File: src/hw/slave_bus_pkg.sv
// #########################################################################
// Shared widths, mode encoding and the received frame layout for the
// serial bus slave. Modules refer to these by scoped name.
// #########################################################################

`default_nettype none

package slave_bus_pkg;

	// #########################################################################
	// Frame geometry.
	// #########################################################################
	localparam int addr_width       = 12;
	localparam int data_width       = 8;
	localparam int write_frame_bits = 21;  // Mode, address, data.
	localparam int read_frame_bits  = 13;  // Mode, address.

	// Byte memory behind the port.
	localparam int mem_depth = 4096;

	// First bit of every frame.
	localparam logic mode_write = 1'b1;
	localparam logic mode_read  = 1'b0;

	// #########################################################################
	// Received frame word.
	// #########################################################################
	// The mode bit always lands in the top bit. A write frame fills the
	// remaining 20 bits, while a read frame stops after 12 and leaves its
	// address in the low bits with zero padding above it.
	typedef union packed
	{
		struct packed
		{
			logic mode;
			logic [addr_width-1:0] addr;
			logic [data_width-1:0] data;
		} wr;
		struct packed
		{
			logic mode;
			logic [write_frame_bits-read_frame_bits-1:0] pad;  // Zero for reads.
			logic [addr_width-1:0] addr;
		} rd;
	} frame_t;

endpackage

`default_nettype wire

File: src/hw/request_decode.sv
// #########################################################################
// Decode stage. Reads a finished frame through the view its mode bit
// selects and issues one registered write or read request.
// #########################################################################

`timescale 1ns/1ps
`default_nettype none

module request_decode
(
	input  wire                                   clk,
	input  wire                                   reset,
	input  wire                                   frame_strobe,
	input  wire slave_bus_pkg::frame_t            frame,
	output logic                                  write_strobe,
	output logic                                  read_strobe,
	output logic [slave_bus_pkg::addr_width-1:0]  addr,
	output logic [slave_bus_pkg::data_width-1:0]  wdata
);

	logic frame_is_write;

	// Mode sits in the same place in both views.
	assign frame_is_write = (frame.wr.mode == slave_bus_pkg::mode_write);

	// Request strobes, one cycle after the frame strobe.
	always_ff @(posedge clk or posedge reset)
	begin
		if (reset)
		begin
			write_strobe <= 1'b0;
			read_strobe  <= 1'b0;
		end
		else
		begin
			write_strobe <= frame_strobe && frame_is_write;
			read_strobe  <= frame_strobe && !frame_is_write;
		end
	end

	// Address and data ride along with the strobe.
	always_ff @(posedge clk)
	begin
		if (frame_strobe)
		begin
			if (frame_is_write)
			begin
				addr  <= frame.wr.addr;  // Upper field in a long frame.
				wdata <= frame.wr.data;
			end
			else
			begin
				addr <= frame.rd.addr;   // Low bits in a short frame.
			end
		end
	end

endmodule

`default_nettype wire

File: config.mk
export PLATFORM = sky130hd
export DESIGN_NAME = request_decode
export DESIGN_NICKNAME = d
export VERILOG_FILES = /design/src/hw/slave_bus_pkg.sv /design/src/hw/request_decode.sv
export SDC_FILE = /design/constraint.sdc
export NUM_CORES = 1
export LEC_CHECK = 0
export BUFFER_PORTS_ARGS = -buffer_cell sky130_fd_sc_hd__buf_2
export CELL_PAD_IN_SITES_DETAIL_PLACEMENT = 0
export CELL_PAD_IN_SITES_GLOBAL_PLACEMENT = 2
export CORE_MARGIN = 10
export CORE_UTILIZATION = 29
export DETAILED_ROUTE_END_ITERATION = 8
export PLACE_DENSITY = 0.77
export SYNTH_ARGS = -nofsm -noshare
export SYNTH_HDL_FRONTEND = slang
export SYNTH_SLANG_ARGS = --single-unit
File: constraint.sdc
create_clock -name clk -period 0.8 [get_ports clk]
set_input_delay 0.04 -clock clk [delete_from_list [all_inputs] [get_ports clk]]
set_output_delay 0.04 -clock clk [all_outputs]
set_load 0.01 [all_outputs]
==> results.py, run 1 <==
metrics = {
    "placement": {
        "portBuffers": 45,
        "globalplace.congestion": 0.716,
        "post-place-ws_ns": -0.121,
        "hpwlAfterDp_um": 1660,
    },
    "logic_synthesis": {
        "async_flop_share_pct": 9.09,
        "synth_seq_area_share_pct": 79.6,
        "yosysMostFrequentCell": "edfxtp_1",
        "synth.ff_latch_count": 22,
        "synth_top_area_share_pct": 73.5,
        "synth_cell_types": 7,
        "yosys.area.top_type": "edfxtp_1",
        "synth_edf_count": 20,
        "synth_fp_nets": 62,
        "synthFlopType": "edfxtp_1",
        "synthTopCellsByArea": "edfxtp_1, mux2_2, dfrtp_1",
        "syn-instance-count": 38,
        "syn_area_um2": 817,
        "syn_avg_cell_area_um2": 21.5,
        "ys_warn_count": 0,
        "ys_top_cells_by_count": "edfxtp_1, mux2_2, dfrtp_1",
    },
    "final_layout": {
        "n_antenna_cell": 0,
        "finish.utilization_pct": 46.3,
        "fin_nets": 123,
        "filler_cell_count": 253,
        "drive_gt1_share_pct": 67.3,
        "register_area_um2": 651,
        "area_delta_synth_final_pct": 55.0,
        "multi_input_area_um2": 151,
    },
    "timing": {
        "rsz0062_at_grt": "true",
        "tns_ns": -1.60,
        "slew_headroom_pct": 83.9,
        "setup_viol": 22,
        "whs_ns": 0.0216,
        "worstMarginPinSlew_ns": 0.241,
        "fin_crit_ns": 0.907,
        "max_freq_mhz": 1100,
        "hold_viol": 0,
        "drv_slew": 0,
        "period_share_pct": 113,
        "setup_slack_ns": -0.107,
    },
    "setup_path": {
        "cp_slowest_cell": "edfxtp_1",
        "crit_cells": 1,
        "critPathTopFamily": "flip-flops",
        "cp_data_required_time_ns": 0.76,
        "cp_max_fo": 1,
        "crit_arrival_ns": 0.87,
        "critPathCaptureType": "primary output",
        "setup.worst_path.class": "flop to primary output",
        "slowest_delay_ns": 0.40,
        "path_buf_inv": 1,
        "crit_start": "addr[0]",
        "crit_path_cell_trace": "buf_2",
        "start_kind": "flop",
    },
    "power_and_ir_drop": {
        "p_per_area_nw_per_um2": 2050,
        "peakVddDrop_mv": 0.988,
        "total_power_uw": 2590,
        "power_leakage_uw": 0.000548,
    },
    "clock_network": {
        "cts_root_buffer": "clkbuf_4",
        "cts_tree": "built",
        "holdBufCountCts": 9,
        "cts_max_level": 1,
        "post_cts_buffers": 0,
        "cts_buffers": 3,
        "cts.path.max_buffers": 2,
        "clk_pin_slew_ns": 0.14,
        "cts_sinks": 22,
    },
    "die": {
        "rows": 19,
        "dieArea_um2": 5340,
        "io_pins": 46,
        "die_h_um": 73.1,
        "die_w_um": 73.1,
        "initial_core_util_pct": 29.9,
        "core_area_um2": 2730,
    },
    "worst_hold_path": {
        "hold_class": "primary input to flop",
        "worstHoldPathCells": 2,
        "holdCritStartpoint": "frame[14]",
    },
    "routing": {
        "ant_nets": 0,
        "drtPass1Iterations": 2,
        "drt_iter0_markers": 22,
        "wl_per_cell_um": 16.0,
        "drc": 0,
        "routed_wl_um": 2070,
        "vias": 557,
        "routed_via_density": 4.32,
    },
    "job": {
        "maxCapViolCount": 0,
    },
    "global_routing": {
        "grt_usage_pct": 7.77,
        "grt_pass1_wl_um": 3220,
        "antenna_found_initial": 0,
        "grt_max_degree": 14,
        "grt_pass1_vias": 656,
        "grt_overflow": 0,
    },
    "run_status": {
        "outcome": "finished, violations left",
        "violations": "negative setup slack",
    },
}
## logic make-up after synthesis
family,Yosys count,synth area share [%]
buffers and inverters,2,1.84
DFF,22,79.6
muxes,12,16.5
and+or+nand+nor,2,1.99
## sequential cells by signal (all words and copies together), names as in the netlist
name          count
addr             12
wdata             8
write_strobe      1
read_strobe       1
## metrics by stage
| stage | instance area, um2 | cells |
|---|---|---|
| global placement | 1120 | 116 |
| detailed placement | 1120 | 116 |
| finish | 1270 | 129 |
| CTS | 1260 | 129 |
| floorplan | 817 | 38 |
| global route | 1270 | 129 |
## final timing paths
path / endpoint / slack [ns]
max in group asynchronous: write_strobe / 0.58
worst max-delay path: addr[0] / -0.11
worst min-delay path: addr[6] / 0.02
min in group asynchronous: read_strobe / 0.12
## cell usage in the layout, fill, tap and decap left out
cell type / netlist / final
bufinv_16: 0 / 1
and2b_2: 1 / 1
dlygate4sd3_1: 0 / 9
buf_2: 0 / 44
edfxtp_1: 20 / 20
dfrtp_1: 2 / 2
buf_6: 1 / 1
buf_4: 0 / 1
clkbuf_4: 0 / 3
and2_2: 1 / 1
mux2_2: 12 / 12
buf_12: 0 / 2
inv_1: 1 / 1
## area by class of cell
type                       count  share of cell area [%]
timing repair buffer          57                    29.2
clock buffer                   3                    1.78
inverter                       1                   0.296
multi-input combinational     14                    12.0
sequential                    22                    51.4
clock inverter                 1                    2.37
tap                           31                    3.06
## power by group
| part | switching [uW] | internal, uW |
|---|---|---|
| registers | 20.2 | 1360 |
| clock network | 353 | 506 |
| logic | 159 | 197 |
| total | 532 | 2060 |
## per-layer routing
metal / track usage (%) / part of all wire, % / up-vias
li1: - / - / 264
met1: 8.72 / 41 / 260
met2: 11.9 / 44 / 31
met3: 5.03 / 15 / 2
met4: 1.90 / 0.19 / 0
met5: 0 / 0 / -
## repair_timing
action / in CTS / in global routing
setup endpoints to repair: 22 / 22
resized for setup: 0 / 1
endpoints found under the hold margin: 10 / 1
Power figures use the tool's default switching activity.
==> run 2, diff against run 1 <==
==> constraint.sdc (replaced) <==
create_clock -name clk -period 0.8 [get_ports clk]
set_input_delay 0.16 -clock clk [delete_from_list [all_inputs] [get_ports clk]]
set_output_delay 0.16 -clock clk [all_outputs]
set_load 0.01 [all_outputs]
==> run 2 against run 1 <==
  * The flow still finishes with violations (negative setup slack)
  * Sequential power hardly changed
  * Combinational power fell by 6.2%
  * Via count shrank 8.1%
  * Core utilization is 3.8 points lower
  * Critical path depth unchanged
  * Sequential share of layout area rose by 4.5 points
  * Global-route usage shrank 0.50 points
  * Routed wire length decreased by 6.4%
  * Final cell count down 7.0%
  * Largest cell class unchanged
==> results.py, run 2 (synthesis results as in run 1) <==
metrics = {
    "die": {
        "rows": 19,
        "core_area_um2": 2730,
        "initial_core_util_pct": 29.9,
        "die_h_um": 73.1,
        "die_w_um": 73.1,
        "dieArea_um2": 5340,
        "io_pins": 46,
    },
    "timing": {
        "setup_viol": 22,
        "period_share_pct": 126,
        "slew_headroom_pct": 85.8,
        "worstMarginPinSlew_ns": 0.213,
        "max_freq_mhz": 992,
        "hold_viol": 0,
        "whs_ns": 0.0459,
        "fin_crit_ns": 1.01,
        "setup_slack_ns": -0.208,
        "drv_slew": 0,
        "rsz0062_at_grt": "true",
    },
    "routing": {
        "ant_nets": 0,
        "wl_per_cell_um": 16.1,
        "routed_via_density": 4.27,
        "drt_iter0_markers": 12,
        "routed_wl_um": 1930,
        "drc": 0,
        "vias": 512,
        "drtPass1Iterations": 3,
    },
    "final_layout": {
        "reg.largest.list": "addr (12), wdata (8)",
        "largest_register_ffs": 12,
        "area_delta_synth_final_pct": 42.4,
        "final_cell_mix": "buf_2, edfxtp_1, mux2_4, mux2_2, clkbuf_4",
        "fin_nets": 114,
        "largest-register": "addr",
        "final_cell_area_um2": 1160,
        "final_common_cell": "buf_2",
        "drive_gt1_share_pct": 71.9,
        "n_antenna_cell": 0,
    },
    "run_status": {
        "violations": "negative setup slack",
        "outcome": "finished, violations left",
    },
    "setup_path": {
        "crit_arrival_ns": 0.85,
        "slowest_delay_ns": 0.40,
        "setup.worst_path.class": "flop to primary output",
        "crit_start": "addr[3]",
        "cp_slowest_cell": "edfxtp_1",
        "critPathCaptureType": "primary output",
        "cp_data_required_time_ns": 0.64,
        "path_buf_inv": 1,
        "start_kind": "flop",
        "crit_path_cell_trace": "buf_2",
        "cp_max_fo": 1,
        "critPathTopFamily": "flip-flops",
    },
    "power_and_ir_drop": {
        "power_leakage_uw": 0.000525,
        "peakVddDrop_mv": 0.895,
        "p_per_area_nw_per_um2": 1900,
    },
    "clock_network": {
        "post_cts_buffers": 0,
        "cts.path.max_buffers": 2,
        "cts_max_level": 1,
        "cts_sinks": 22,
        "post_cts_resized": 0,
        "cts_buffers": 3,
        "clk_pin_slew_ns": 0.11,
        "cts_root_buffer": "clkbuf_4",
        "cts_tree": "built",
    },
    "job": {
        "maxCapViolCount": 0,
    },
    "global_routing": {
        "grt_pass1_vias": 563,
        "grt_pass1_wl_um": 2920,
        "antenna_found_initial": 0,
        "grt_usage_pct": 7.27,
        "grt_overflow": 0,
        "grt_max_degree": 15,
    },
    "placement": {
        "globalplace.congestion": 0.654,
        "portBuffers": 45,
        "hpwlAfterDp_um": 1580,
        "post_dp_cell_area_um2": 1130,
    },
    "worst_hold_path": {
        "hold_class": "primary input to flop",
        "holdCritStartpoint": "frame[4]",
    },
}
## run 2: changes by cell type in the layout (fill, tap and decap cells not counted), sizes merged
cell and delta:
dlygate4sd3 -8, bufinv -1, buf -1, clkbuf +1
## run 2: metrics by stage
step	util, %	setup TNS, ns	cells	power [uW]	worst slack [ns]
after floorplan	-	-0.223	38	1560	-0.0211
after global placement	41.2	-3.86	115	1740	-0.208
after detailed placement	41.2	-4.10	115	1740	-0.230
after CTS	42.6	-4.46	120	2260	-0.238
after global routing	42.6	-5.01	120	2330	-0.258
final	42.6	-3.92	120	2210	-0.208
## run 2: layer usage
metal	vias to the layer above	track usage [%]	routed length (um)
met5	-	0	0
met4	0	3.16	4
met3	2	4.63	281
met2	31	9.93	830
met1	233	8.73	816
li1	246	-	-
## run 2: final timing paths
check / endpoint / slack, ns / cells after the start
worst max-delay path: addr[3] / -0.21 / 1
worst min-delay path: wdata[4] / 0.05 / 1
max in group asynchronous: write_strobe / 0.45 / 3
min in group asynchronous: read_strobe / 0.24 / 3
## run 2: power by group
part	switching [uW]	internal, uW	total (uW)
Combinational	155	178	334
Clock	306	194	500
Sequential	20.8	1360	1380
## run 2: layout make-up
class | instances | area [um2]
clock buffer | 4 | 26.3
fill | 277 | 1570
inverter | 1 | 3.75
multi-input combinational | 14 | 181
sequential | 22 | 651
tap | 31 | 38.8
timing repair buffer | 48 | 263
## run 2: timing repair
item                                   4_1_cts  5_1_grt
endpoints found under the hold margin        2        0
pin swaps                                    0        0
hold buffers                                 1        0
setup endpoints to repair                   22       22
