**src/hw/slave_bus_pkg.sv**
```systemverilog
// #########################################################################
// Shared widths, mode encoding and the received frame layout for the
// serial bus slave. Modules refer to these by scoped name.
// #########################################################################

`default_nettype none

package slave_bus_pkg;

	// #########################################################################
	// Frame geometry.
	// #########################################################################
	localparam int addr_width       = 12;
	localparam int data_width       = 8;
	localparam int write_frame_bits = 21;  // Mode, address, data.
	localparam int read_frame_bits  = 13;  // Mode, address.

	// Byte memory behind the port.
	localparam int mem_depth = 4096;

	// First bit of every frame.
	localparam logic mode_write = 1'b1;
	localparam logic mode_read  = 1'b0;

	// #########################################################################
	// Received frame word.
	// #########################################################################
	// The mode bit always lands in the top bit. A write frame fills the
	// remaining 20 bits, while a read frame stops after 12 and leaves its
	// address in the low bits with zero padding above it.
	typedef union packed
	{
		struct packed
		{
			logic mode;
			logic [addr_width-1:0] addr;
			logic [data_width-1:0] data;
		} wr;
		struct packed
		{
			logic mode;
			logic [write_frame_bits-read_frame_bits-1:0] pad;  // Zero for reads.
			logic [addr_width-1:0] addr;
		} rd;
	} frame_t;

endpackage

`default_nettype wire

```
**src/hw/slave_in_port.sv**
```systemverilog
// #########################################################################
// Request deserializer. Collects master request bits, mode bit first, and
// presents the finished frame word with a one-cycle strobe.
// #########################################################################

`timescale 1ns/1ps
`default_nettype none

module slave_in_port
(
	input  wire                  clk,
	input  wire                  reset,
	input  wire                  rx_valid,
	input  wire                  rx_data,
	input  wire                  busy,
	output logic                 rx_ready,
	output logic                 frame_strobe,
	output slave_bus_pkg::frame_t frame
);

	logic       receiving;   // A frame is being shifted in.
	logic       is_write;    // Length selected by the mode bit.
	logic [4:0] bit_count;   // Bits taken so far in this frame.
	logic       start_bit;
	logic       next_bit;
	logic       last_bit;

	// Not ready while a frame is in progress, while it is handed off, or
	// while a read is still being served.
	assign rx_ready = !receiving && !frame_strobe && !busy;

	assign start_bit = rx_valid && rx_ready;
	assign next_bit  = rx_valid && receiving;

	// Final bit of a write or a read frame.
	assign last_bit = is_write ?
		(bit_count == 5'(slave_bus_pkg::write_frame_bits - 1)) :
		(bit_count == 5'(slave_bus_pkg::read_frame_bits - 1));

	// #########################################################################
	// Frame control.
	// #########################################################################
	always_ff @(posedge clk or posedge reset)
	begin
		if (reset)
		begin
			receiving    <= 1'b0;
			is_write     <= 1'b0;
			bit_count    <= '0;
			frame_strobe <= 1'b0;
		end
		else
		begin
			frame_strobe <= 1'b0;
			if (start_bit)
			begin
				receiving <= 1'b1;
				is_write  <= (rx_data == slave_bus_pkg::mode_write);
				bit_count <= 5'd1;
			end
			else if (next_bit)
			begin
				bit_count <= bit_count + 5'd1;
				if (last_bit)
				begin
					receiving    <= 1'b0;
					frame_strobe <= 1'b1;  // Seen on the clock after the last bit.
				end
			end
		end
	end

	// #########################################################################
	// Shift register.
	// #########################################################################
	always_ff @(posedge clk)
	begin
		if (start_bit)
		begin
			// Mode goes straight to the top, the rest starts cleared.
			frame <= {rx_data, {(slave_bus_pkg::write_frame_bits - 1){1'b0}}};
		end
		else if (next_bit)
		begin
			// Payload bits enter at the bottom, below the mode bit.
			frame <= {frame.wr.mode,
				frame[slave_bus_pkg::write_frame_bits-3:0], rx_data};
		end
	end

endmodule

`default_nettype wire

```
**config.mk**
```make
export PLATFORM = sky130hd
export DESIGN_NAME = slave_in_port
export DESIGN_NICKNAME = d
export VERILOG_FILES = /design/src/hw/slave_bus_pkg.sv /design/src/hw/slave_in_port.sv
export SDC_FILE = /design/constraint.sdc
export NUM_CORES = 1
export LEC_CHECK = 0
export ABC_AREA = 1
export BUFFER_PORTS_ARGS = -buffer_cell sky130_fd_sc_hd__buf_2
export CORE_MARGIN = 1.5
export CORE_UTILIZATION = 50
export CTS_CLUSTER_DIAMETER = 50
export DETAILED_ROUTE_END_ITERATION = 10
export PLACE_DENSITY = 0.75
export SLEW_MARGIN = 5
export SYNTH_ARGS = -nofsm -noshare
export SYNTH_HDL_FRONTEND = slang
export SYNTH_SLANG_ARGS = --single-unit
```
**constraint.sdc**
```tcl
create_clock -name clk -period 1.5 [get_ports clk]
set_input_delay 0.225 -clock clk [delete_from_list [all_inputs] [get_ports clk]]
set_output_delay 0.225 -clock clk [all_outputs]
set_load 0.005 [all_outputs]
```
==> results of run 1 <==
==> synth_stat cells <==
library cell / number
buf_6: 4
dfxtp_1: 20
o21ai_0: 1
nand2_4: 1
nor3_1: 1
nand3_1: 4
o21bai_1: 1
o21ai_1: 5
buf_2: 3
edfxtp_1: 1
and2_1: 1
nand3b_2: 1
dfrtp_1: 8
a21oi_1: 2
inv_4: 1
nor2_2: 1
nor2_1: 8
ha_1: 2
nand2_1: 86
inv_1: 33
==> cell type report <==
cell class	count	area, µm²	area share (%)
Inverter	34	130	8.48
Timing Repair Buffer	29	153	9.95
Multi-Input combinational cell	114	485	31.6
Sequential cell	29	631	41.1
Clock inverter	2	35.0	2.28
Clock buffer	6	62.6	4.08
Tap cell	30	37.5	2.45
==> placed cells by master (no fill, tap or decap) <==
| cell type | n |
|---|---|
| dfrtp_1 | 8 |
| nand2_4 | 1 |
| o21ai_1 | 5 |
| a21oi_1 | 2 |
| nor2_2 | 1 |
| edfxtp_1 | 1 |
| nor3_1 | 1 |
| dlygate4sd3_1 | 1 |
| clkinv_2 | 1 |
| nand3_1 | 4 |
| nor2_1 | 8 |
| bufinv_16 | 1 |
| buf_2 | 27 |
| clkbuf_16 | 1 |
| buf_4 | 1 |
| ha_1 | 2 |
| nand3b_2 | 1 |
| dfxtp_1 | 20 |
| o21bai_1 | 1 |
| inv_1 | 33 |
| o21ai_0 | 1 |
| clkbuf_4 | 5 |
| inv_4 | 1 |
| and2_1 | 1 |
| nand2_1 | 86 |
==> logic make-up (layout without fill, tap and decap cells) <==
group / count (synthesis) / after routing / share of synthesized area, %
DFF: 29 / 29 / 48.3
buffers and inverters: 41 / 71 / 14.6
adders and majority gates: 2 / 2 / 1.92
AOI/OAI and AO/OA: 9 / 9 / 3.64
and+or+nand+nor: 103 / 103 / 31.6
==> sequential cells by signal (all words and copies together), names as in the netlist <==
signal        flops
frame            21
bit_count         5
frame_strobe      1
is_write          1
receiving         1
==> path summary, 6_finish.rpt <==
check | cells after the start | slack, ns | end | startpoint
worst max-delay path | 2 | 0.19 | rx_ready | receiving
worst min-delay path | 3 | 0.21 | is_write | rx_data
worst max register to register | 5 | 0.19 | frame[11] | receiving
worst min register to register | 4 | 0.54 | frame[13] | frame[12]
max in group asynchronous | 3 | 0.87 | bit_count[0] | reset
min in group asynchronous | 3 | 0.38 | receiving | reset
==> power by group <==
| part | leakage [nW] | internal [mW] | switching (mW) |
|---|---|---|---|
| logic | 0.687 | 0.436 | 0.583 |
| registers | 0.269 | 1.09 | 0.246 |
| clock network | 0.0534 | 0.449 | 0.282 |
==> critical path: stages (launching register included) <==
cell and delay [ns]:
dfrtp_1 0.44, nor3_1 0.19, buf_2 0.13
==> through the flow <==
stage,setup slack [ns],area (µm²)
2_1_floorplan,0.342,1310
3_3_place_gp,0.259,1430
3_5_place_dp,0.199,1430
4_1_cts,0.178,1530
5_1_grt,0.0888,1530
6_report,0.186,1530
==> per-layer routing <==
metal,vias to the layer above,wire [µm],track usage [%]
met1,491,1100,19.7
met4,0,35,12.5
met5,-,0,0
li1,588,-,-
met3,4,105,6.11
met2,24,1190,34.1
==> impl_metrics.ini, run 1 <==
[sta]
drv_slew = 0
finalClockSkew_ns = 0.00739
period_minus_slack_ns = 1.31
relSlewSlack_pct = 77.7
finalHoldViolations = 0
worst_slew_pin_slew_ns = 0.334
fin_hold_ws_ns = 0.209
finalSetupTns_ns = 0
fmax_mhz = 761
rsz0062_at_grt = false
timing.final.crit_share_pct = 87.6
setup_viol = 0

[placed_design]
hpwlAfterDp_um = 1710
io_buffers = 27
place_congestion = 0.791
dp_cells = 235

[critical_path]
cp-start-kind = flip-flop
critical_path_required_ns = 1.27
critPathArrivalTime_ns = 1.09
path_max_fanout = 4
end_kind = output pin
path_class = flip-flop to output pin

[logic_synthesis]
ys_ff_latch = 29
yosysTopAreaCell = dfxtp_1
syn_inst = 184
synth.avg_cell_area_um2 = 7.10
synth-seq-area-share_pct = 48.3
synth.distinct_cells = 20
synth.area.top_cells = dfxtp_1 31%, nand2_1 25%, dfrtp_1 15%
netlist_area_um2 = 1310
syn_nets = 191
yosysWarnings = 0
synthDominantCellAreaShare_pct = 30.7

[clocking]
postCtsHoldBufs = 1
cts.sinks = 29
numCtsBuffers = 5
cts_tree = built
clock_path_buffers = 2
insertion_delay_ns = 0.32
cts-resized-gates = 0
cts.clk_slew.worst_paths_ns = 0.10
post_cts_buffers = 0
clock-root-buffer = clkbuf_4
htree_num_levels = 2

[floorplanning]
die_h_um = 54.1
initial_core_util_pct = 52.7
coreArea_um2 = 2480
ios = 28
die_area_um2 = 2930
fp.dieW_um = 54.1
rows = 18

[global_route]
grt.total_usage_pct = 19.4
grt_pass1_wl_um = 3970
grt_max_degree = 27
gr-total-overflow = 0
antenna_found_initial = 0
grt_pass1_vias = 977

[detailed_routing]
viasPerCell = 4.54
wl_per_cell_um = 9.98
ant_nets = 0
drc = 0
via_count = 1107
drtIter0Drc = 40
wl_um = 2440
dr.pass1.iters = 4

[final_layout]
postLayoutCoreUtil_pct = 61.9
final_nets = 220
drive_gt1_share_pct = 18.7
fillers = 247
syn2layout_area_growth_pct = 17.4
diodes = 0
stdcell_count = 244

[power_and_ir_drop]
ir_drop_mv = 1.19
p_leak_nw = 1.01
power.density_nw_per_um2 = 2020
total_power_mw = 3.09

[min_path]
hold_class = input port to flip-flop

[status]
status = finished clean

[run]
max-cap-violations = 0
Power figures use the tool's default switching activity.
==> inputs of run 2 (changes only) <==
--- a/config.mk
+++ b/config.mk
@@ -6,7 +6,7 @@
 export NUM_CORES = 1
 export LEC_CHECK = 0
 export ABC_AREA = 1
-export BUFFER_PORTS_ARGS = -buffer_cell sky130_fd_sc_hd__buf_2
+export BUFFER_PORTS_ARGS = -buffer_cell sky130_fd_sc_hd__clkbuf_2
 export CORE_MARGIN = 1.5
 export CORE_UTILIZATION = 50
 export CTS_CLUSTER_DIAMETER = 50
==> impl_metrics.ini, run 2 (same netlist as run 1, synthesis figures left out) <==
[clocking]
numCtsBuffers = 5
cts.sinks = 29
cts_tree = built
htree_num_levels = 2
cts.clk_slew.worst_paths_ns = 0.09
clock-root-buffer = clkbuf_4
insertion_delay_ns = 0.32
clock_path_buffers = 2
cts-resized-gates = 0

[placed_design]
hpwlAfterDp_um = 1730
placed_cell_area_um2 = 1440
place_congestion = 0.778
io_buffers = 27
dp_cells = 237

[detailed_routing]
drtIter0Drc = 7
drc = 0
ant_nets = 0
via_count = 1096
dr.pass1.iters = 4
viasPerCell = 4.46
wl_um = 2360
wl_per_cell_um = 9.58

[sta]
drv_slew = 0
finalSetupTns_ns = 0
setup_viol = 0
finalClockSkew_ns = 0.00567
period_minus_slack_ns = 1.35
finalHoldViolations = 0
worst_slew_pin_slew_ns = 0.294
fmax_mhz = 740
timing.final.crit_share_pct = 90.1
relSlewSlack_pct = 80.4
rsz0062_at_grt = false

[status]
status = finished clean

[power_and_ir_drop]
p_seq_share_pct = 47.1
p_leak_nw = 0.982
p_clk_share_pct = 16.8
switching_share_pct = 38.1
total_power_mw = 2.86
ir_drop_mv = 1.06
power.internal_mw = 1.77
comb_power_share_pct = 36.1
power.switching_mw = 1.09
power.density_nw_per_um2 = 1900

[min_path]
hold_class = input port to flip-flop
hold_end = is_write
hold_start = rx_data
whs_path_depth = 3

[critical_path]
ff2ff_path_depth = 4
critPathArrivalTime_ns = 1.13
cp-start-kind = flip-flop
r2r_end = frame[20]
r2r_setup_slack_ns = 0.22
critical_path_required_ns = 1.27
end_kind = output pin
path_class = flip-flop to output pin
r2r_start = receiving
startpoint = receiving
critPathSlowestCell = dfrtp_1
cp_cell_sequence = nor3_1 -> clkbuf_2
cpPeakStageDelay_ns = 0.44
path_max_fanout = 4

[final_layout]
stdcell_count = 246
multi_input_area_um2 = 485
final_nets = 222
drive_gt1_share_pct = 18.5
syn2layout_area_growth_pct = 15.6
layout_commonest_cell = nand2_1
layout_common_cells = 86 x nand2_1, 33 x inv_1, 27 x clkbuf_2
diodes = 0
post-route-cell-area_um2 = 1510
top_regs = frame (21), bit_count (5)
seqCellArea_um2 = 631
postLayoutCoreUtil_pct = 61.0
largest_reg_flops = 21
top_register = frame
fillers = 237

[global_route]
grt_pass1_vias = 977
antenna_found_initial = 0
gr-total-overflow = 0
grt.total_usage_pct = 18.8
grt_pass1_wl_um = 3830
grt_max_degree = 22

[floorplanning]
ios = 28
fp.dieW_um = 54.1
initial_core_util_pct = 52.7
rows = 18
coreArea_um2 = 2480
die_area_um2 = 2930
die_h_um = 54.1

[run]
max-cap-violations = 0
==> run 2: worst max-delay path: cells and delay by family, from the launching register on <==
family	cells	cell delay, ns
DFF	1	0.44
and+or+nand+nor	1	0.22
buffers and inverters	1	0.14
==> run 2: worst max path at each step <==
stage                     cells past startpoint  slack (ns)   endpoint
after CTS                                     2        0.12   rx_ready
after detailed placement                      5        0.22   frame[7]
after global placement                        4        0.31  frame[20]
after global routing                          2        0.05   rx_ready
after floorplan                               4        0.34  frame[20]
final                                         2        0.15   rx_ready
==> run 2: timing repair <==
item,in CTS,in global routing
hold buffers,1,0
hold endpoints to repair,8,0
setup buffers,0,0
==> run 2: layout make-up <==
class                      count  share of cell area [%]
clock buffer                   8                    3.89
inverter                      34                    8.62
multi-input combinational    114                    32.1
sequential                    29                    41.8
tap                           30                    2.49
timing repair buffer          31                    11.1
==> run 2: power by group through the flow <==
| stage | logic (mW) | clock network (mW) | registers [mW] |
|---|---|---|---|
| final | 1.03 | 0.480 | 1.35 |
| after global routing | 1.23 | 0.525 | 1.40 |
| after CTS | 1.05 | 0.498 | 1.35 |
| after detailed placement | 1.04 | 0 | 1.37 |
| after global placement | 1.00 | 0 | 1.35 |
| after floorplan | 0.718 | 0 | 1.34 |
==> run 2: through the flow <==
stage | setup slack, ns | hold WS, ns
after floorplan | 0.342 | 0.0407
after global placement | 0.305 | 0.165
after detailed placement | 0.216 | 0.165
after CTS | 0.122 | 0.181
after global routing | 0.0536 | 0.184
final | 0.148 | 0.188
==> run 2: metal layers <==
metal | vias up | global-route usage (%) | wire [µm] | share of wire [%]
met3 | 5 | 9.17 | 132 | 5.6
met2 | 24 | 31.1 | 1070 | 46
met1 | 472 | 19.7 | 1120 | 47
met4 | 0 | 9.58 | 31 | 1.3
li1 | 595 | - | - | -
met5 | - | 0 | 0 | 0
