## src/hw/slave_bus_pkg.sv

```systemverilog
// #########################################################################
// Shared widths, mode encoding and the received frame layout for the
// serial bus slave. Modules refer to these by scoped name.
// #########################################################################

`default_nettype none

package slave_bus_pkg;

	// #########################################################################
	// Frame geometry.
	// #########################################################################
	localparam int addr_width       = 12;
	localparam int data_width       = 8;
	localparam int write_frame_bits = 21;  // Mode, address, data.
	localparam int read_frame_bits  = 13;  // Mode, address.

	// Byte memory behind the port.
	localparam int mem_depth = 4096;

	// First bit of every frame.
	localparam logic mode_write = 1'b1;
	localparam logic mode_read  = 1'b0;

	// #########################################################################
	// Received frame word.
	// #########################################################################
	// The mode bit always lands in the top bit. A write frame fills the
	// remaining 20 bits, while a read frame stops after 12 and leaves its
	// address in the low bits with zero padding above it.
	typedef union packed
	{
		struct packed
		{
			logic mode;
			logic [addr_width-1:0] addr;
			logic [data_width-1:0] data;
		} wr;
		struct packed
		{
			logic mode;
			logic [write_frame_bits-read_frame_bits-1:0] pad;  // Zero for reads.
			logic [addr_width-1:0] addr;
		} rd;
	} frame_t;

endpackage

`default_nettype wire

```

## src/hw/slave_out_port.sv

```systemverilog
// #########################################################################
// Result stage. Holds a read byte, offers it with slave_valid and shifts
// it out LSB first over eight clocks once the master is ready.
// #########################################################################

`timescale 1ns/1ps
`default_nettype none

module slave_out_port
(
	input  wire                                 clk,
	input  wire                                 reset,
	input  wire                                 read_strobe,
	input  wire                                 load,
	input  wire [slave_bus_pkg::data_width-1:0] load_data,
	input  wire                                 master_ready,
	output logic                                busy,
	output logic                                slave_valid,
	output logic                                tx_data,
	output logic                                tx_done
);

	logic [slave_bus_pkg::data_width-1:0] data_reg;  // Byte being sent.
	logic       shifting;   // Bits 1 to 7 still to go.
	logic [2:0] bit_idx;    // Next bit to drive.
	logic       busy_reg;
	logic       handshake;

	assign handshake = slave_valid && master_ready;

	// Busy starts with the decoded read and lasts through the last bit.
	assign busy = read_strobe || busy_reg;

	// Read byte capture.
	always_ff @(posedge clk)
	begin
		if (load)
		begin
			data_reg <= load_data;
		end
	end

	// #########################################################################
	// Handshake and serializer.
	// #########################################################################
	always_ff @(posedge clk or posedge reset)
	begin
		if (reset)
		begin
			slave_valid <= 1'b0;
			shifting    <= 1'b0;
			bit_idx     <= '0;
			tx_data     <= 1'b0;
			tx_done     <= 1'b0;
		end
		else
		begin
			tx_done <= 1'b0;
			if (load)
			begin
				slave_valid <= 1'b1;
			end
			else if (handshake)
			begin
				slave_valid <= 1'b0;  // Drops with the first bit.
			end

			if (handshake)
			begin
				tx_data  <= data_reg[0];
				bit_idx  <= 3'd1;
				shifting <= 1'b1;
			end
			else if (shifting)
			begin
				tx_data <= data_reg[bit_idx];
				bit_idx <= bit_idx + 3'd1;
				if (bit_idx == 3'd7)
				begin
					shifting <= 1'b0;
					tx_done  <= 1'b1;  // Marks bit 7.
				end
			end
			else
			begin
				tx_data <= 1'b0;  // Line idles low.
			end
		end
	end

	// Held until the cycle carrying bit 7 has passed.
	always_ff @(posedge clk or posedge reset)
	begin
		if (reset)
			busy_reg <= 1'b0;
		else if (read_strobe)
			busy_reg <= 1'b1;
		else if (tx_done)
			busy_reg <= 1'b0;
	end

endmodule

`default_nettype wire

```

## config.mk

```make
export PLATFORM = sky130hd
export DESIGN_NAME = slave_out_port
export DESIGN_NICKNAME = d
export VERILOG_FILES = /design/src/hw/slave_bus_pkg.sv /design/src/hw/slave_out_port.sv
export SDC_FILE = /design/constraint.sdc
export NUM_CORES = 1
export LEC_CHECK = 0
export BUFFER_PORTS_ARGS = -buffer_cell sky130_fd_sc_hd__buf_2
export CAP_MARGIN = 10
export CORE_AREA = 5 5 42 44
export DETAILED_ROUTE_END_ITERATION = 16
export DIE_AREA = 0 0 47 49
export PLACE_DENSITY_LB_ADDON = 0.15
export SKIP_LAST_GASP = 1
export SYNTH_ARGS = -nofsm -noshare
export SYNTH_HDL_FRONTEND = slang
export SYNTH_SLANG_ARGS = --single-unit
```

## constraint.sdc

```tcl
create_clock -name clk -period 3.5 [get_ports clk]
set_input_delay 0.525 -clock clk [delete_from_list [all_inputs] [get_ports clk]]
set_output_delay 0.525 -clock clk [all_outputs]
set_load 0.01 [all_outputs]
```

==> impl_metrics.ini, run 1 <==
[worst_setup_path]
r2r_start = bit_idx[0]
reg2reg_depth = 3
start_kind = flip-flop
critical-path-max-stage-delay_ns = 0.38
cp-end-kind = output port
critPathTopFamily = flip-flops
timing.critical_path.cells = or2_2 -> buf_2
cp_slowest_cell = dfrtp_1
rrSetupSlack_ns = 2.09
crit_buf_inv = 1
startpoint = busy_reg
r2r-end = tx_data
crit_path_max_fanout = 2
critPathArrivalTime_ns = 1.05
path_class = flip-flop to output port
required_ns = 2.97

[timing]
setup_viol_count_final = 0
hold_viol = 0
slew_viol_final = 0
final.setup.tns_ns = 0
skew_ns = 0.001754
tightestPinTransition_ns = 0.3681
max_freq_mhz = 634.9
post-route-min-period_ns = 1.575
slew_headroom = 0.7482
post-route-period-util = 0.4500
rsz0062_at_grt = no

[placement]
gp_congestion = 0.6772
dp.final_hpwl_um = 768.7
port_buffers = 16
dpl.cell_count = 75

[clocking]
postCtsSetupBuffers = 0
clk_latency_ns = 0.28
htreeDepth = 1
ctsLongestPathBuffers = 2
path_clk_slew_ns = 0.09
post_cts_resized = 0
cts_buffers = 3
cts_sinks = 16
cts_tree = done
cts-root-buf = clkbuf_4
cts-hold-fix-buffers = 0

[floorplanning]
rows = 14
core_um2 = 1401
die_x_um = 47
ios = 17
die_h_um = 49
start_util = 0.4643
dieArea_um2 = 2303

[synthesis]
ys_ff_latch = 16
syn_area_per_cell_um2 = 14.79
synth_nets = 59
synth-seq-area-share = 0.6769
yosys_warnings = 0
syn_area_um2 = 650.6
synthDistinctLibCells = 21
syn_inst = 44

[routing]
ant_nets = 0
wire_per_inst_um = 12.25
vias_per_cell = 4.911
first_pass_iters = 4
drc = 0
vias = 388
wl_um = 968
initialDrtViolationCount = 3

[global_route]
grt_pass1_wl_um = 1669
grt_pass1_vias = 381
antenna_found_initial = 0
grt_usage = 0.1042
grt-ovfl-total = 0
grt_max_degree = 10

[layout]
antennaDiodeCount = 0
instances_no_fill = 79
fin_nets = 79
final_util = 0.5518
seqCellArea_um2 = 440.4
largest_reg_flops = 8
fillCellCount = 132
layout-drive-gt1-share = 0.3492
multi_input_area_um2 = 191.4
synthToLayoutAreaGrowth_pct = 18.85

[pwr]
leakagePower_nw = 0.3637
vdd_drop_max_v = 0.0003156
powerDensity_nw_per_um2 = 628.9

[job]
cap_violations = 0

[outcome]
status = completed

[hold_path]
hp-class = input port to asynchronous set/reset pin
[cell type report]
class	instances	area share
sequential	16	0.5696
multi-input combinational	23	0.2476
timing repair buffer	16	0.1036
clock buffer	3	0.02913
tap	16	0.02589
inverter	4	0.01942
clock inverter	1	0.004854
[cells in the final DEF, fill, tap and decap left out, types with 2 or more instances in the layout]
| cell | instances |
|---|---|
| a21oi_1 | 2 |
| edfxtp_1 | 8 |
| inv_1 | 4 |
| a21o_1 | 2 |
| dfrtp_1 | 8 |
| ha_1 | 2 |
| buf_2 | 16 |
| nand2_1 | 3 |
| clkbuf_4 | 3 |
| mux2i_1 | 2 |
[metrics by stage]
| step | setup WS (ns) | total power, mW | instance area, um^2 | hold slack, ns |
|---|---|---|---|---|
| 2_1_floorplan | 2.144 | 0.3578 | 650.6 | 0.3407 |
| 3_3_place_gp | 1.939 | 0.3911 | 747.0 | 0.4554 |
| 3_5_place_dp | 1.935 | 0.3966 | 747.0 | 0.4636 |
| 4_1_cts | 1.910 | 0.4931 | 773.2 | 0.1686 |
| 5_1_grt | 1.873 | 0.5239 | 773.2 | 0.1758 |
| 6_report | 1.925 | 0.4863 | 773.2 | 0.1682 |
[metal layers]
layer	vias up	GRT usage	part of all wire
met5	-	0	0
met2	13	0.1516	0.50
met1	178	0.1174	0.42
met4	0	0.05530	0
met3	0	0.05904	0.083
li1	197	-	-
[synth_stat cells, drive strengths merged]
cell type | count | share of area
o21ai | 1 | 0.0077
nand3 | 1 | 0.0077
mux2i | 2 | 0.031
a21oi | 2 | 0.015
and2b | 1 | 0.015
inv | 4 | 0.023
o41ai | 1 | 0.013
clkbuf | 1 | 0.0058
nor3b | 1 | 0.012
ha | 2 | 0.038
edfxtp | 8 | 0.37
nor2b | 1 | 0.0096
or2 | 1 | 0.0096
nand2 | 3 | 0.017
mux4 | 1 | 0.040
a21o | 2 | 0.023
a2111oi | 1 | 0.013
dfrtp | 8 | 0.31
mux2 | 1 | 0.017
xnor2 | 1 | 0.013
and3 | 1 | 0.0096
[cell families after synthesis]
group	Yosys count	synth area share
simple gates	9	0.08078
fa+ha+maj	2	0.03846
buf+inv	5	0.02883
xor+xnor	1	0.01346
compound gates	7	0.07307
flops	16	0.6769
mux	4	0.08847
[report_power, final]
part	total [mW]	switching (mW)	internal (mW)
Clock	0.0953	0.0540	0.0413
Combinational	0.120	0.0480	0.0715
Sequential	0.271	0.0372	0.234
Total	0.486	0.139	0.347
[worst max-delay path by stage]
| stage | depth (start not counted) | slack (ns) | endpoint |
|---|---|---|---|
| floorplan | 1 | 2.14 | busy |
| global placement | 3 | 1.94 | busy |
| detailed placement | 3 | 1.94 | busy |
| CTS | 2 | 1.91 | busy |
| global route | 2 | 1.87 | busy |
| finish | 2 | 1.92 | busy |
Note: power is estimated with default switching activity, not from simulation.
==> run 2: changes to the inputs <==
--- a/config.mk
+++ b/config.mk
@@ -7,9 +7,9 @@
 export LEC_CHECK = 0
 export BUFFER_PORTS_ARGS = -buffer_cell sky130_fd_sc_hd__buf_2
 export CAP_MARGIN = 10
-export CORE_AREA = 5 5 42 44
+export CORE_MARGIN = 5
+export CORE_UTILIZATION = 44
 export DETAILED_ROUTE_END_ITERATION = 16
-export DIE_AREA = 0 0 47 49
 export PLACE_DENSITY_LB_ADDON = 0.15
 export SKIP_LAST_GASP = 1
 export SYNTH_ARGS = -nofsm -noshare
==> constraint.sdc (replaced) <==
create_clock -name clk -period 1.3 [get_ports clk]
set_input_delay 0.195 -clock clk [delete_from_list [all_inputs] [get_ports clk]]
set_output_delay 0.195 -clock clk [all_outputs]
set_load 0.01 [all_outputs]
==> impl_metrics.ini, run 2 (synthesis results as in run 1) <==
[clocking]
ctsLongestPathBuffers = 2
clk_latency_ns = 0.27
path_clk_slew_ns = 0.09
cts_tree = done
cts-root-buf = clkbuf_4
postCtsSetupBuffers = 0
htreeDepth = 1
cts_sinks = 16
cts_buffers = 3

[routing]
met3WireLength_um = 114
drc = 0
wire_per_inst_um = 12.69
first_pass_iters = 2
dr_wl_met2_um = 440
top_layer = met3
wl_um = 1015
initialDrtViolationCount = 1
ant_nets = 0
wl_met1_um = 460
vias = 405
vias_per_cell = 5.063

[pwr]
p_sw_frac = 0.2828
power_frac_seq = 0.527
vdd_drop_max_v = 0.0008383
internal_power_uw = 996.0
p_sw_uw = 392.8
power_frac_comb = 0.284
p_clk_frac = 0.189
powerDensity_nw_per_um2 = 1732
leakagePower_nw = 0.3723

[placement]
place_area_um2 = 753.2
dp.final_hpwl_um = 779.1
post-place-ws_ns = -0.007535
gp_congestion = 0.7397
port_buffers = 16
dpl.cell_count = 75

[global_route]
grt_pass1_vias = 422
grt_usage = 0.08946
antenna_found_initial = 0
grt_max_degree = 10
grt_pass1_wl_um = 1725
grt-ovfl-total = 0

[worst_setup_path]
cp-end-kind = output port
required_ns = 1.11
cp_slowest_cell = dfrtp_1
critPathTopFamily = flip-flops
critical-path-max-stage-delay_ns = 0.38
start_kind = flip-flop
path_class = flip-flop to output port
crit_buf_inv = 1
timing.critical_path.cells = or2_2 -> buf_2
critPathArrivalTime_ns = 1.05
crit_path_max_fanout = 2

[timing]
slew_headroom = 0.7909
post-route-min-period_ns = 1.244
skew_ns = 0.002632
slew_viol_final = 0
post-route-period-util = 0.9567
hold_viol = 0
fin_hold_ws_ns = 0.08817
rsz0062_at_grt = yes
tightestPinTransition_ns = 0.3133
setup_viol_count_final = 0
max_freq_mhz = 804.1
layout_setup_ws_ns = 0.05630

[layout]
final_cell_mix = 16 x buf_2, 8 x edfxtp_1, 7 x dfrtp_1
seqCellArea_um2 = 441.7
instances_no_fill = 80
final_util = 0.5941
fillCellCount = 112
largest_reg_flops = 8
final_common_cell = buf_2
fin_area_um2 = 802.0
synthToLayoutAreaGrowth_pct = 23.27
multi_input_area_um2 = 198.9
fin_nets = 81
layout-drive-gt1-share = 0.4154
antennaDiodeCount = 0

[floorplanning]
start_util = 0.4819
rows = 13
ios = 17
die_h_um = 48.46
dieArea_um2 = 2348
core_um2 = 1350
die_x_um = 48.46

[outcome]
status = completed

[job]
cap_violations = 0

[hold_path]
hp-class = input port to flip-flop
-- run 2: cell type report --
class                           instances  share of cell area
Sequential cell                        16              0.5507
Clock buffer                            4             0.03276
Timing Repair Buffer                   18              0.1264
Tap cell                               15             0.02340
Inverter                                4             0.01872
Multi-Input combinational cell         23              0.2481
-- run 2: timing repair --
| item | 4_1_cts | 5_1_grt |
|---|---|---|
| endpoints found under the hold margin | 8 | 0 |
| setup endpoints to repair | 1 | 1 |
| resized for setup | 2 | 4 |
| hold buffers | 1 | 0 |
| pin swaps | 1 | 0 |
-- run 2: stage by stage --
stage          power (mW)  setup TNS, ns
6_report            1.389              0
3_5_place_dp        1.087      -0.007535
5_1_grt             1.493      -0.005914
3_3_place_gp        1.078              0
2_1_floorplan      0.9633              0
4_1_cts             1.365              0
-- run 2: power by group through the flow --
stage                     Clock (mW)  Combinational [mW]  Sequential [mW]
after floorplan                    0               0.250            0.713
final                          0.262               0.394            0.732
after CTS                      0.269               0.373            0.723
after detailed placement           0               0.357            0.730
after global routing           0.299               0.440            0.754
after global placement             0               0.354            0.724
-- run 2: worst register-to-register path: stages, from the launching register on --
cell	delay (ns)
dfrtp_2	0.44
mux4_2	0.34
nor2b_1	0.04
o41ai_1	0.31
-- run 2: path summary, 6_finish.rpt --
check / from / to / slack, ns / cells after the start
min: load_data[5] / data_reg[5] / 0.09 / 1
max in group asynchronous: reset / bit_idx[0] / 0.65 / 3
min reg2reg: busy_reg / busy_reg / 0.48 / 1
max: busy_reg / busy / 0.06 / 2
min in group asynchronous: reset / bit_idx[2] / 0.40 / 3
max reg2reg: bit_idx[0] / tx_data / 0.06 / 3
-- run 2: per-layer routing --
layer	global-route usage	up-vias
li1	-	201
met1	0.1131	185
met2	0.1283	19
met3	0.05199	0
met4	0.02691	0
met5	0	-
==> run 3: changes to the inputs <==
--- a/config.mk
+++ b/config.mk
@@ -9,6 +9,7 @@
 export CAP_MARGIN = 10
 export CORE_MARGIN = 5
 export CORE_UTILIZATION = 44
+export CTS_BUF_LIST = sky130_fd_sc_hd__clkbuf_16
 export DETAILED_ROUTE_END_ITERATION = 16
 export PLACE_DENSITY_LB_ADDON = 0.15
 export SKIP_LAST_GASP = 1
==> impl_metrics.ini, run 3 (synthesis results as in run 1) <==
[worst_setup_path]
path_class = flip-flop to flip-flop
crit_cells = 4
r2r_start = bit_idx[0]
crit_buf_inv = 2
cp-end-kind = flip-flop
critPathTopFamily = compound AO/OA/AOI/OAI gates
cp_slowest_cell = dfrtp_2
r2r-end = tx_data
crit_path_max_fanout = 4
reg2reg_depth = 4
critical-path-max-stage-delay_ns = 0.43
crit_path_end = tx_data
start_kind = flip-flop
critPathArrivalTime_ns = 1.44
startpoint = bit_idx[0]
rrSetupSlack_ns = -0.03
required_ns = 1.41
timing.critical_path.cells = buf_6 -> buf_4 -> a2111oi_2 -> o41ai_2

[layout]
fin_area_um2 = 873.3
fin_nets = 82
final_common_cell = buf_2
synthToLayoutAreaGrowth_pct = 34.23
final_cell_mix = 16 x buf_2, 8 x edfxtp_1, 7 x dfrtp_1
instances_no_fill = 81
layout-drive-gt1-share = 0.4394
largest_reg_flops = 8
antennaDiodeCount = 0
fillCellCount = 96

[placement]
port_buffers = 16
place_area_um2 = 753.2
post-place-ws_ns = -0.007535
dp.final_hpwl_um = 779.1
gp_congestion = 0.7397
dpl.cell_count = 75

[clocking]
cts_tree = done
cts_buffers = 3
htreeDepth = 1
ctsLongestPathBuffers = 2
path_clk_slew_ns = 0.05
clk_latency_ns = 0.24
cts-root-buf = clkbuf_16
cts_sinks = 16

[global_route]
grt_pass1_vias = 423
grt_pass1_wl_um = 1766
use_met2 = 0.1283
antenna_found_initial = 0
grt_max_degree = 10
grt-ovfl-total = 0
grtUsageMet3 = 0.05199
grt_busiest_layer = met2
grtUsageMet1 = 0.1148
grt_usage = 0.09579

[timing]
fin_hold_ws_ns = 0.1260
layout_setup_ws_ns = -0.03420
skew_ns = 0.003705
tightestPinTransition_ns = 0.3634
post-route-period-util = 1.026
hold_viol = 0
slew_headroom = 0.7573
max_freq_mhz = 749.5
setup_viol_count_final = 1
slew_viol_final = 0
post-route-min-period_ns = 1.334

[routing]
vias_per_cell = 5.062
first_pass_iters = 2
drc = 0
vias = 410
ant_nets = 0
wl_um = 1109
wire_per_inst_um = 13.69
initialDrtViolationCount = 1

[floorplanning]
rows = 13
die_h_um = 48.46
die_x_um = 48.46
core_um2 = 1350
start_util = 0.4819
ios = 17
dieArea_um2 = 2348

[outcome]
status = finished, violations left
violations = negative setup slack

[pwr]
total_power_mw = 1.767
vdd_drop_max_v = 0.0009325
powerDensity_nw_per_um2 = 2024
leakagePower_nw = 0.4133

[job]
cap_violations = 0

[hold_path]
hp-class = input port to flip-flop
[run 3: worst reg2reg max path, cell delays in order, from the launching register on]
cell and delay [ns]:
dfrtp_2 0.43, buf_6 0.13, buf_4 0.13, a2111oi_2 0.37, o41ai_2 0.14
[run 3: how the worst min path moves through the flow]
stage                            start     endpoint  slack (ns)  depth (start not counted)
after detailed placement         reset     busy_reg        0.16                          2
after CTS                 load_data[3]  data_reg[3]        0.12                          1
after global placement           reset     shifting        0.15                          2
after global routing      load_data[3]  data_reg[3]        0.12                          1
final                     load_data[0]  data_reg[0]        0.13                          1
after floorplan                  reset   bit_idx[0]        0.01                          1
[run 3: what timing repair did]
item	in CTS	in global routing
hold buffers	1	0
pin swaps	0	2
hold endpoints to repair	8	0
setup endpoints to repair	1	1
setup buffers	0	1
gates resized for setup	2	6
[run 3: stage by stage]
stage | setup TNS (ns) | util
3_3_place_gp | 0 | 0.5579
2_1_floorplan | 0 | -
4_1_cts | 0 | 0.6247
5_1_grt | -0.1072 | 0.6469
6_report | -0.03420 | 0.6469
3_5_place_dp | -0.007535 | 0.5579
[run 3: metal layers]
layer / up-vias / part of all wire
li1: 201 / -
met1: 190 / 0.45
met2: 17 / 0.45
met3: 2 / 0.087
met4: 0 / 0.0054
met5: - / 0
[run 3: area by class of cell]
| class | instances | area, um^2 | area share |
|---|---|---|---|
| clock buffer | 3 | 75.07 | 0.08596 |
| clock inverter | 1 | 3.754 | 0.004298 |
| inverter | 4 | 15.01 | 0.01719 |
| multi-input combinational | 23 | 210.2 | 0.2407 |
| sequential | 16 | 441.7 | 0.5057 |
| tap | 15 | 18.77 | 0.02149 |
| timing repair buffer | 19 | 108.9 | 0.1246 |
[run 3: where the power goes]
part           internal (mW)  switching [mW]
combinational          0.276           0.177
clock                  0.406           0.170
sequential             0.637           0.102
total                   1.32           0.448
